**config.mk**
```make
export PLATFORM = sky130hd
export DESIGN_NAME = rv_core_top
export DESIGN_NICKNAME = d
export VERILOG_FILES = /design/src/source/rv_core_pkg.sv /design/src/source/rv_core_ifs.sv /design/src/source/instr_decoder.sv /design/src/source/branch_unit.sv /design/src/source/regfile.sv /design/src/source/decode_stage.sv /design/src/source/execute_stage.sv /design/src/source/rv_core_top.sv
export SDC_FILE = /design/constraint.sdc
export NUM_CORES = 2
export LEC_CHECK = 0
export BUFFER_PORTS_ARGS = -buffer_cell sky130_fd_sc_hd__buf_2
export CORE_ASPECT_RATIO = 2
export CORE_MARGIN = 2
export CORE_UTILIZATION = 40
export CTS_CLUSTER_DIAMETER = 150
export DETAILED_ROUTE_END_ITERATION = 8
export GPL_ROUTABILITY_DRIVEN = 0
export GPL_TIMING_DRIVEN = 0
export SYNTH_ARGS = -nofsm -noshare
export SYNTH_HDL_FRONTEND = slang
export SYNTH_SLANG_ARGS = --single-unit
```
**constraint.sdc**
```tcl
create_clock -name clk -period 6.3 [get_ports clk]
set_input_delay 0.315 -clock clk [delete_from_list [all_inputs] [get_ports clk]]
set_output_delay 0.315 -clock clk [all_outputs]
set_load 0.005 [all_outputs]
```
**src/source/rv_core_pkg.sv**
```systemverilog
package rv_core_pkg;

	typedef logic [31:0] word_t;    // data or address word
	typedef logic [4:0]  reg_addr_t;

	// major opcodes kept by this core
	typedef enum logic [6:0] {
		opc_op_imm = 7'b0010011,
		opc_op_reg = 7'b0110011,
		opc_lui    = 7'b0110111,
		opc_auipc  = 7'b0010111,
		opc_jal    = 7'b1101111,
		opc_jalr   = 7'b1100111,
		opc_branch = 7'b1100011
	} opcode_e;

	typedef enum logic [3:0] {
		alu_add,
		alu_sub,
		alu_sll,
		alu_slt,
		alu_sltu,
		alu_xor,
		alu_srl,
		alu_sra,
		alu_or,
		alu_and
	} alu_op_e;

	// branch behavior resolved in decode
	typedef enum logic [3:0] {
		br_none,
		br_beq,
		br_bne,
		br_blt,
		br_bge,
		br_bltu,
		br_bgeu,
		br_jump,      // jal
		br_jump_reg   // jalr
	} br_kind_e;

	localparam word_t link_offset = 32'd4;  // link value is pc + 4

endpackage

```
**src/source/rv_core_ifs.sv**
```systemverilog
`timescale 1ns/1ps

// decoded fields from decoder to decode stage
interface dec_if;
	import rv_core_pkg::*;

	alu_op_e   alu_op;
	logic      wr_en;
	reg_addr_t rd;
	logic      rs1_used;
	logic      rs2_used;
	reg_addr_t rs1;
	reg_addr_t rs2;
	word_t     imm;       // alu immediate
	word_t     br_imm;    // branch or jump offset
	logic      a_is_pc;
	logic      b_is_imm;
	br_kind_e  br_kind;
	logic      illegal;

	modport decoder (
		output alu_op, wr_en, rd, rs1_used, rs2_used, rs1, rs2,
		output imm, br_imm, a_is_pc, b_is_imm, br_kind, illegal
	);
	modport stage (
		input alu_op, wr_en, rd, rs1_used, rs2_used, rs1, rs2,
		input imm, br_imm, a_is_pc, b_is_imm, br_kind, illegal
	);
endinterface

// register file read ports
interface rf_rd_if;
	import rv_core_pkg::*;

	reg_addr_t rs1_addr;
	reg_addr_t rs2_addr;
	word_t     rs1_data;
	word_t     rs2_data;

	modport reader (output rs1_addr, rs2_addr, input rs1_data, rs2_data);
	modport file (input rs1_addr, rs2_addr, output rs1_data, rs2_data);
endinterface

// decode/execute pipeline register contents
interface id_ex_if;
	import rv_core_pkg::*;

	logic      valid;
	alu_op_e   alu_op;
	word_t     op_a;
	word_t     op_b;
	reg_addr_t rd;
	logic      wr_en;

	modport src (output valid, alu_op, op_a, op_b, rd, wr_en);
	modport dst (input valid, alu_op, op_a, op_b, rd, wr_en);
endinterface

```
**src/source/instr_decoder.sv**
```systemverilog
`timescale 1ns/1ps

module instr_decoder (
	input  rv_core_pkg::word_t inst_i,
	dec_if.decoder             dec
);
	import rv_core_pkg::*;

	logic [2:0] funct3;
	logic [6:0] funct7;
	word_t      i_imm;
	word_t      u_imm;
	word_t      b_imm;
	word_t      j_imm;
	logic       legal;
	logic       writes;

	assign funct3 = inst_i[14:12];
	assign funct7 = inst_i[31:25];

	assign i_imm = {{20{inst_i[31]}}, inst_i[31:20]};
	assign u_imm = {inst_i[31:12], 12'b0};
	assign b_imm = {{20{inst_i[31]}}, inst_i[7], inst_i[30:25], inst_i[11:8], 1'b0};
	assign j_imm = {{12{inst_i[31]}}, inst_i[19:12], inst_i[20], inst_i[30:21], 1'b0};

	// funct3 map of op-imm and op-reg where alt picks sub or sra
	function automatic alu_op_e alu_sel(input logic [2:0] f3, input logic alt);
		case (f3)
			3'b000:  alu_sel = alt ? alu_sub : alu_add;
			3'b001:  alu_sel = alu_sll;
			3'b010:  alu_sel = alu_slt;
			3'b011:  alu_sel = alu_sltu;
			3'b100:  alu_sel = alu_xor;
			3'b101:  alu_sel = alt ? alu_sra : alu_srl;
			3'b110:  alu_sel = alu_or;
			default: alu_sel = alu_and;
		endcase
	endfunction

	always_comb begin
		legal        = 1'b0;
		writes       = 1'b0;
		dec.alu_op   = alu_add;
		dec.rd       = inst_i[11:7];
		dec.rs1      = inst_i[19:15];
		dec.rs2      = inst_i[24:20];
		dec.rs1_used = 1'b0;
		dec.rs2_used = 1'b0;
		dec.imm      = i_imm;
		dec.br_imm   = b_imm;
		dec.a_is_pc  = 1'b0;
		dec.b_is_imm = 1'b0;
		dec.br_kind  = br_none;

		case (opcode_e'(inst_i[6:0]))
			opc_op_imm: begin
				dec.rs1_used = 1'b1;
				dec.b_is_imm = 1'b1;
				// bit 30 is part of the immediate except for shifts
				dec.alu_op   = alu_sel(funct3, (funct3 == 3'b101) && inst_i[30]);
				writes       = 1'b1;
				case (funct3)
					3'b001:  legal = (funct7 == 7'b0000000);
					3'b101:  legal = (funct7 == 7'b0000000) || (funct7 == 7'b0100000);
					default: legal = 1'b1;
				endcase
			end
			opc_op_reg: begin
				dec.rs1_used = 1'b1;
				dec.rs2_used = 1'b1;
				dec.alu_op   = alu_sel(funct3, inst_i[30]);
				writes       = 1'b1;
				legal        = (funct7 == 7'b0000000) ||
					((funct7 == 7'b0100000) && (funct3 == 3'b000 || funct3 == 3'b101));
			end
			opc_lui: begin
				dec.rs1      = '0;    // x0 + imm
				dec.b_is_imm = 1'b1;
				dec.imm      = u_imm;
				writes       = 1'b1;
				legal        = 1'b1;
			end
			opc_auipc: begin
				dec.a_is_pc  = 1'b1;
				dec.b_is_imm = 1'b1;
				dec.imm      = u_imm;
				writes       = 1'b1;
				legal        = 1'b1;
			end
			opc_jal: begin
				dec.a_is_pc  = 1'b1;  // alu makes the link value
				dec.b_is_imm = 1'b1;
				dec.imm      = link_offset;
				dec.br_imm   = j_imm;
				dec.br_kind  = br_jump;
				writes       = 1'b1;
				legal        = 1'b1;
			end
			opc_jalr: begin
				dec.rs1_used = 1'b1;
				dec.a_is_pc  = 1'b1;
				dec.b_is_imm = 1'b1;
				dec.imm      = link_offset;
				dec.br_imm   = i_imm;
				dec.br_kind  = br_jump_reg;
				writes       = 1'b1;
				legal        = (funct3 == 3'b000);
			end
			opc_branch: begin
				dec.rs1_used = 1'b1;
				dec.rs2_used = 1'b1;
				legal        = 1'b1;
				case (funct3)
					3'b000:  dec.br_kind = br_beq;
					3'b001:  dec.br_kind = br_bne;
					3'b100:  dec.br_kind = br_blt;
					3'b101:  dec.br_kind = br_bge;
					3'b110:  dec.br_kind = br_bltu;
					3'b111:  dec.br_kind = br_bgeu;
					default: legal = 1'b0;
				endcase
			end
			default: legal = 1'b0;
		endcase

		dec.illegal = ~legal;
		dec.wr_en   = legal & writes & (inst_i[11:7] != 5'd0);  // x0 never written
		if (!legal) begin
			dec.br_kind = br_none;
		end
	end

endmodule

```
**src/source/branch_unit.sv**
```systemverilog
`timescale 1ns/1ps

module branch_unit (
	input  rv_core_pkg::br_kind_e br_kind_i,
	input  rv_core_pkg::word_t    rs1_i,
	input  rv_core_pkg::word_t    rs2_i,
	input  rv_core_pkg::word_t    pc_i,
	input  rv_core_pkg::word_t    imm_i,
	output logic                  taken_o,
	output rv_core_pkg::word_t    target_o
);
	import rv_core_pkg::*;

	logic  eq;
	logic  lt;
	logic  ltu;
	word_t reg_sum;

	assign eq      = (rs1_i == rs2_i);
	assign lt      = ($signed(rs1_i) < $signed(rs2_i));
	assign ltu     = (rs1_i < rs2_i);
	assign reg_sum = rs1_i + imm_i;

	always_comb begin
		case (br_kind_i)
			br_beq:                taken_o = eq;
			br_bne:                taken_o = ~eq;
			br_blt:                taken_o = lt;
			br_bge:                taken_o = ~lt;
			br_bltu:               taken_o = ltu;
			br_bgeu:               taken_o = ~ltu;
			br_jump, br_jump_reg:  taken_o = 1'b1;
			default:               taken_o = 1'b0;
		endcase
	end

	// jalr clears bit 0 of the sum
	assign target_o = (br_kind_i == br_jump_reg) ? {reg_sum[31:1], 1'b0} : pc_i + imm_i;

endmodule

```
**src/source/regfile.sv**
```systemverilog
`timescale 1ns/1ps

module regfile (
	input  logic                   clk,
	input  logic                   rst_n_i,
	rf_rd_if.file                  rd,
	input  logic                   wb_valid_i,
	input  rv_core_pkg::reg_addr_t wb_rd_i,
	input  rv_core_pkg::word_t     wb_data_i
);
	import rv_core_pkg::*;

	word_t regs [1:31];  // x0 has no storage

	always_ff @(posedge clk) begin
		if (wb_valid_i) begin
			regs[wb_rd_i] <= wb_data_i;
		end
	end

	assign rd.rs1_data = (rd.rs1_addr == '0) ? '0 : regs[rd.rs1_addr];
	assign rd.rs2_data = (rd.rs2_addr == '0) ? '0 : regs[rd.rs2_addr];

	// decode drops x0 writes two stages earlier
	a_no_x0_write: assert property (@(posedge clk) disable iff (!rst_n_i)
		wb_valid_i |-> (wb_rd_i != '0))
		else $error("regfile: write to x0");

endmodule

```
**src/source/decode_stage.sv**
```systemverilog
`timescale 1ns/1ps

module decode_stage (
	input  logic                   clk,
	input  logic                   rst_n_i,
	input  logic                   inst_valid_i,
	input  rv_core_pkg::word_t     inst_i,
	input  rv_core_pkg::word_t     pc_i,
	rf_rd_if.reader                rf,
	id_ex_if.src                   ex,
	input  logic                   ex_fwd_en_i,
	input  rv_core_pkg::reg_addr_t ex_fwd_rd_i,
	input  rv_core_pkg::word_t     ex_fwd_data_i,
	input  logic                   wb_valid_i,
	input  rv_core_pkg::reg_addr_t wb_rd_i,
	input  rv_core_pkg::word_t     wb_data_i,
	output logic                   branch_taken_o,
	output rv_core_pkg::word_t     branch_target_o,
	output logic                   illegal_o
);
	import rv_core_pkg::*;

	logic  ir_valid;
	word_t ir_inst;
	word_t ir_pc;
	word_t rs1_val;
	word_t rs2_val;
	logic  br_taken;
	word_t br_target;

	dec_if dec ();

	instr_decoder u_instr_decoder (
		.inst_i (ir_inst),
		.dec    (dec)
	);

	// youngest producer wins over writeback and then the file
	function automatic word_t fwd_operand(input reg_addr_t addr, input logic used,
			input word_t file_data);
		if (!used || addr == '0) begin
			return '0;
		end else if (ex_fwd_en_i && ex_fwd_rd_i == addr) begin
			return ex_fwd_data_i;
		end else if (wb_valid_i && wb_rd_i == addr) begin
			return wb_data_i;
		end
		return file_data;
	endfunction

	assign rf.rs1_addr = dec.rs1;
	assign rf.rs2_addr = dec.rs2;

	always_comb begin
		rs1_val = fwd_operand(dec.rs1, dec.rs1_used, rf.rs1_data);
		rs2_val = fwd_operand(dec.rs2, dec.rs2_used, rf.rs2_data);
	end

	branch_unit u_branch_unit (
		.br_kind_i (dec.br_kind),
		.rs1_i     (rs1_val),
		.rs2_i     (rs2_val),
		.pc_i      (ir_pc),
		.imm_i     (dec.br_imm),
		.taken_o   (br_taken),
		.target_o  (br_target)
	);

	always_ff @(posedge clk) begin
		if (!rst_n_i) begin
			ir_valid <= 1'b0;
		end else begin
			ir_valid <= inst_valid_i;
		end
	end

	always_ff @(posedge clk) begin
		if (inst_valid_i) begin
			ir_inst <= inst_i;
			ir_pc   <= pc_i;
		end
	end

	// illegal ones leave a bubble
	always_ff @(posedge clk) begin
		if (!rst_n_i) begin
			ex.valid       <= 1'b0;
			ex.wr_en       <= 1'b0;
			branch_taken_o <= 1'b0;
			illegal_o      <= 1'b0;
		end else begin
			ex.valid       <= ir_valid & ~dec.illegal;
			ex.wr_en       <= ir_valid & dec.wr_en;
			branch_taken_o <= ir_valid & br_taken;
			illegal_o      <= ir_valid & dec.illegal;
		end
	end

	always_ff @(posedge clk) begin
		ex.alu_op       <= dec.alu_op;
		ex.op_a         <= dec.a_is_pc ? ir_pc : rs1_val;
		ex.op_b         <= dec.b_is_imm ? dec.imm : rs2_val;
		ex.rd           <= dec.rd;
		branch_target_o <= br_target;
	end

	// a taken branch comes from a held legal instruction one edge earlier
	a_branch_src: assert property (@(posedge clk) disable iff (!rst_n_i)
		branch_taken_o |-> $past(ir_valid && !dec.illegal))
		else $error("decode_stage: branch taken without a valid instruction");

endmodule

```
**src/source/execute_stage.sv**
```systemverilog
`timescale 1ns/1ps

module execute_stage (
	input  logic                   clk,
	input  logic                   rst_n_i,
	id_ex_if.dst                   ex,
	output logic                   ex_fwd_en_o,
	output rv_core_pkg::reg_addr_t ex_fwd_rd_o,
	output rv_core_pkg::word_t     ex_fwd_data_o,
	output logic                   wb_valid_o,
	output rv_core_pkg::reg_addr_t wb_rd_o,
	output rv_core_pkg::word_t     wb_data_o
);
	import rv_core_pkg::*;

	word_t      alu_res;
	logic [4:0] shamt;

	assign shamt = ex.op_b[4:0];  // low five bits only

	always_comb begin
		case (ex.alu_op)
			alu_add:  alu_res = ex.op_a + ex.op_b;
			alu_sub:  alu_res = ex.op_a - ex.op_b;
			alu_sll:  alu_res = ex.op_a << shamt;
			alu_slt:  alu_res = {31'b0, $signed(ex.op_a) < $signed(ex.op_b)};
			alu_sltu: alu_res = {31'b0, ex.op_a < ex.op_b};
			alu_xor:  alu_res = ex.op_a ^ ex.op_b;
			alu_srl:  alu_res = ex.op_a >> shamt;
			alu_sra:  alu_res = $signed(ex.op_a) >>> shamt;
			alu_or:   alu_res = ex.op_a | ex.op_b;
			alu_and:  alu_res = ex.op_a & ex.op_b;
			default:  alu_res = '0;
		endcase
	end

	// same cycle result back to decode
	assign ex_fwd_en_o   = ex.valid & ex.wr_en;
	assign ex_fwd_rd_o   = ex.rd;
	assign ex_fwd_data_o = alu_res;

	always_ff @(posedge clk) begin
		if (!rst_n_i) begin
			wb_valid_o <= 1'b0;
		end else begin
			wb_valid_o <= ex.valid & ex.wr_en;
		end
	end

	always_ff @(posedge clk) begin
		wb_rd_o   <= ex.rd;
		wb_data_o <= alu_res;
	end

	a_wb_rd_nonzero: assert property (@(posedge clk) disable iff (!rst_n_i)
		wb_valid_o |-> (wb_rd_o != '0))
		else $error("execute_stage: writeback to x0");

endmodule

```
**src/source/rv_core_top.sv**
```systemverilog
`timescale 1ns/1ps

module rv_core_top (
	input  logic                   clk,
	input  logic                   rst_n_i,
	input  logic                   inst_valid_i,
	input  rv_core_pkg::word_t     inst_i,
	input  rv_core_pkg::word_t     pc_i,
	output logic                   branch_taken_o,
	output rv_core_pkg::word_t     branch_target_o,
	output logic                   illegal_o,
	output logic                   wb_valid_o,
	output rv_core_pkg::reg_addr_t wb_rd_o,
	output rv_core_pkg::word_t     wb_data_o
);

	logic                   ex_fwd_en;
	rv_core_pkg::reg_addr_t ex_fwd_rd;
	rv_core_pkg::word_t     ex_fwd_data;

	rf_rd_if u_rf_rd ();
	id_ex_if u_id_ex ();

	decode_stage u_decode_stage (
		.clk             (clk),
		.rst_n_i         (rst_n_i),
		.inst_valid_i    (inst_valid_i),
		.inst_i          (inst_i),
		.pc_i            (pc_i),
		.rf              (u_rf_rd),
		.ex              (u_id_ex),
		.ex_fwd_en_i     (ex_fwd_en),
		.ex_fwd_rd_i     (ex_fwd_rd),
		.ex_fwd_data_i   (ex_fwd_data),
		.wb_valid_i      (wb_valid_o),
		.wb_rd_i         (wb_rd_o),
		.wb_data_i       (wb_data_o),
		.branch_taken_o  (branch_taken_o),
		.branch_target_o (branch_target_o),
		.illegal_o       (illegal_o)
	);

	execute_stage u_execute_stage (
		.clk           (clk),
		.rst_n_i       (rst_n_i),
		.ex            (u_id_ex),
		.ex_fwd_en_o   (ex_fwd_en),
		.ex_fwd_rd_o   (ex_fwd_rd),
		.ex_fwd_data_o (ex_fwd_data),
		.wb_valid_o    (wb_valid_o),
		.wb_rd_o       (wb_rd_o),
		.wb_data_o     (wb_data_o)
	);

	regfile u_regfile (
		.clk        (clk),
		.rst_n_i    (rst_n_i),
		.rd         (u_rf_rd),
		.wb_valid_i (wb_valid_o),
		.wb_rd_i    (wb_rd_o),
		.wb_data_i  (wb_data_o)
	);

endmodule

```
==> flow_summary.toml, run 1 <==
[placed_design]
post-place-cells = 8379
dpl.hpwl_microns = 292000
dpl_cell_area_sq_um = 73600
portBuffers = 138

[die]
start_util_pct = 40.3
io_pins = 139
num_rows = 214
die_y_microns = 589
die_x_microns = 297

[logic_synthesis]
synth.distinct_cells = 110
yosysMostFrequentCell = "edfxtp_1"
yosys.area.top_type_share_pct = 46.3
synth_xor_area_share_pct = 0.959
synth_area_leaders = "edfxtp_1, mux4_2, mux2i_1, dfxtp_1, nor2_1"
ys_seq_area_share_pct = 50.8
netlist_area_sq_um = 68500
synth_common_cells = "edfxtp_1, nor2_1, nand2_1"
synth-edff-count = 1056
ys.flop_type = "edfxtp_1"
synth_top_family_by_area = "multiplexers"
ys_seq_elements = 1209
synth_top_cell_by_area = "edfxtp_1"
avgSynthCellArea_sq_um = 11.6
synth-compound-area-share_pct = 14.0
synthCells = 5908
synthMuxAreaShare_pct = 16.1
synthAdderAreaFrac_pct = 3.59
async_flop_share_pct = 0
yosys.area_share.simple_pct = 11.0
yosys_warnings = 0
synth_nets = 6169

[global_routing]
grt_pass1_vias = 72889
grt-ovfl-total = 448
track_usage_pct = 61.5
grt_max_degree = 58
grt_pass1_wl_microns = 730000

[run_status]
haltStage = "global routing (5_1_grt)"
error_line = "[ERROR GRT-0116] Global routing finished with congestion. Check the congestion regions in the DRC Viewer."
outcome = "did not finish"

[clocking]
htreeDepth = 3
clockBufferDepth = 3
cts_sinks = 1209
cts_buffers = 108
cts_root_buf = "clkbuf_16"
-- logic make-up after synthesis --
| group | Yosys count |
|---|---|
| AOI/OAI and AO/OA | 1433 |
| and+or+nand+nor | 1724 |
| muxes | 680 |
| adders and majority gates | 194 |
| DFF | 1209 |
| buffers and inverters | 593 |
| xor gates and xnor gates | 75 |
-- metrics by stage --
stage               TNS (ps)  util [%]  hold slack, ps  setup slack (ps)
floorplan                  0         -             357              15.5
global placement     -137010      42.4             421             -7310
detailed placement   -117120      43.3             412             -5610
CTS                    -8450      47.8             251             -1000
-- layer usage --
layer	GRT usage, %	overflow
met1	59.7	21
met2	77.7	218
met3	49.7	26
met4	56.7	183
met5	27.7	0
-- timing repair --
| action | in CTS |
|---|---|
| pin swaps | 75 |
| buffers inserted | 84 |
| gates cloned | 1 |
| hold buffers | 66 |
| hold endpoints to repair | 83 |
| endpoints found under the setup margin | 69 |
| resized for setup | 968 |
==> run 2, diff against run 1 <==
- CORE_ASPECT_RATIO: 2 -> not set
- CORE_UTILIZATION: 40 -> 25
- CTS_CLUSTER_DIAMETER: 150 -> not set
- PLACE_DENSITY_LB_ADDON: not set -> 0.15
- clock period: 6.3 -> 8.2 ns (I/O delays scaled with it)
==> flow_summary.toml, run 2 <==
[clocking]
clockBufferDepth = 4
cts_tree = "done"
cts_sinks = 1209
clkTransAtPathRegs_ps = 60
cts_root_buf = "clkbuf_16"
cts_buffers = 153
htreeDepth = 4
clock_latency_ps = 860

[logic_synthesis]
synth_common_cells = "edfxtp_1, nor2_1, nand2_1"
synth.distinct_cells = 110
ys_seq_area_share_pct = 50.8
synthCells = 5908
avgSynthCellArea_sq_um = 11.6
synth_top_cell_by_area = "edfxtp_1"
netlist_area_sq_um = 68500
yosysMostFrequentCell = "edfxtp_1"
ys.flop_type = "edfxtp_1"
synth_nets = 6169
synth-edff-count = 1056
synth_area_leaders = "edfxtp_1, mux4_2, mux2i_1, dfxtp_1, nor2_1"
yosys.area.top_type_share_pct = 46.3
async_flop_share_pct = 0
ys_seq_elements = 1209
yosys_warnings = 0

[worst_setup_path]
cpLargestDelayFamily = "simple AND/OR/NAND/NOR gates"
crit_chain = "nand3b_1 -> or3_1 -> clkbuf_1 -> nand2_1 -> buf_2 -> clkbuf_2 -> clkdlybuf4s15_2 -> a311oi_1 -> a21oi_1 -> nand2_1 -> a311oi_1 -> a21oi_1 -> nor2_1 -> ha_1 -> nand2_1 -> or3_1 -> or3_1 -> nor4_2 -> mux2_2 -> nor3_1 -> a31o_2 -> a21oi_2"
cpPeakStageDelay_ps = 950
cp_data_required_time_ps = 8870
slowest_stage = "a311oi_1"
crit_path_start_kind = "register"
cp.buffers_inverters = 4
cp_max_fo = 10
ff2ff_setup_slack_ps = -260
endpoint_kind = "register"
crit_start = "u_decode_stage.ir_inst[3]"
arrival_ps = 9120
path_class = "register to register"
timing.rr.start = "u_decode_stage.ir_inst[3]"
rr_worst_depth = 22
r2r-end = "u_decode_stage.branch_taken_o"

[drt]
vias = 59445
vias_per_cell = 5.91
drt_iter0_drc = 8761
wire_per_inst_microns = 38.6
wl_microns = 388000
route.detailed.drc = 0
firstDrtPassIters = 5
postRouteAntennaNets = 0

[global_routing]
grt_max_degree = 66
antenna_found_initial = 31
track_usage_pct = 27.0
grt_pass1_wl_microns = 513000
grt-ovfl-total = 0
grt_pass1_vias = 56618

[finish]
drive_gt1_share_pct = 18.7
layoutNonFillerInstCount = 10052
top_register = "u_regfile.regs"
seqCellArea_sq_um = 34800
multi_input_area_sq_um = 31900
syn_to_final_growth_pct = 19.3
final_cell_mix = "edfxtp_1, nor2_1, nand2_1"
final_common_cell = "edfxtp_1"
finalNetCount = 6596
nFillCells = 27776
largest_reg_flops = 992
design_area_sq_um = 81700
final_util_pct = 29.9

[die]
die_y_microns = 527
num_rows = 192
dieArea_sq_um = 278000
start_util_pct = 25.1
core_area_sq_um = 273000
die_x_microns = 527
io_pins = 139

[run_status]
failed_checks = "max-capacitance violations, max-slew violations, negative setup slack"
outcome = "complete, but fails checks"

[pwr]
p_per_area_nw_per_um2 = 209
vdd.ir_drop.worst_mv = 0.128
p_leak_nw = 28.6

[sta]
finalClockSkew_ps = 86.2
hold_violations = 0
worst_pin_slew_ps = 1730
relSlewSlack_pct = -15.5
layout_min_cycle_time_ps = 8460
setup_viol = 1
setup_ws_ps = -255
slew_viol_final = 104
timing.fmax_mhz = 118
period_share_pct = 103

[placed_design]
dpl.hpwl_microns = 280000
portBuffers = 138
dpl_cell_area_sq_um = 75500
post-place-cells = 9709
place_ws_ps = -2660

[worst_hold_path]
hold_end = "u_decode_stage.ir_inst[26]"
hold_depth = 2
hold_start = "inst_valid_i"
hold_class = "input pin to register"

[flow_run]
cap_violations = 8
[run 2: cell counts after synthesis]
No cell type changed its count.
[run 2: area by class of cell]
type,count,area share (%)
Buffer,460,2.97
Timing Repair Buffer,280,3.42
Clock inverter,76,0.813
Tap cell,3589,5.50
Clock buffer,194,5.02
Antenna cell,13,0.0398
Inverter,125,0.582
Sequential cell,1209,42.6
Multi-Input combinational cell,4106,39.1
[run 2: report_power, final]
group | switching (mW) | total [mW] | internal (mW)
Clock | 2.87 | 6.71 | 3.85
Combinational | 2.19 | 3.18 | 0.994
Sequential | 0.313 | 7.20 | 6.89
[run 2: worst max path at each step]
stage | slack (ps) | end | depth (start not counted)
after global placement | -2770 | u_decode_stage.branch_target_o[30] | 29
after floorplan | 1640 | u_decode_stage.branch_taken_o | 27
after global routing | -8 | u_decode_stage.branch_target_o[30] | 29
after CTS | 6 | u_decode_stage.branch_target_o[30] | 28
after detailed placement | -2660 | u_decode_stage.branch_target_o[30] | 29
final | -260 | u_decode_stage.branch_taken_o | 22
[run 2: what timing repair did]
item                                    4_1_cts  5_1_grt
hold endpoints to repair                     72        0
hold buffers                                 65        0
endpoints found under the setup margin       25       12
resized for setup                           294      153
pin swaps                                     0        2
buffers inserted                              0        3
[run 2: worst reg2reg max path, delay by kind of cell, from the launching register on]
family | cells | cell delay [ps]
and+or+nand+nor | 10 | 3120
AOI/OAI and AO/OA | 6 | 2460
buffers and inverters | 4 | 1830
DFF | 1 | 450
muxes | 1 | 280
adders and majority gates | 1 | 180
[run 2: through the flow]
stage / hold WS, ps / total power [mW] / TNS, ps
floorplan: 357 / 8.68 / 0
global placement: 415 / 10.3 / -49190
detailed placement: 416 / 10.3 / -41020
CTS: 122 / 17.0 / 0
global route: 139 / 17.4 / -7.83
finish: 126 / 17.1 / -255
[run 2: cell families (layout without fill, tap and decap cells)]
family,count (synthesis),count (layout),share of synthesized area (%)
xor gates and xnor gates,75,75,0.959
buffers and inverters,593,1135,3.51
AOI/OAI and AO/OA,1433,1433,14.0
muxes,680,680,16.1
adders and majority gates,194,194,3.59
other,0,13,0
and+or+nand+nor,1724,1724,11.0
DFF,1209,1209,50.8
[run 2: layer usage]
| metal | routed length (microns) | GRT usage [%] | part of all wire (%) |
|---|---|---|---|
| met5 | 124 | 0 | 0.032 |
| met4 | 25500 | 15.2 | 6.6 |
| met3 | 39300 | 6.44 | 10 |
| met2 | 170000 | 41.4 | 44 |
| met1 | 152000 | 34.6 | 39 |
(Power assumes the default switching activity.)
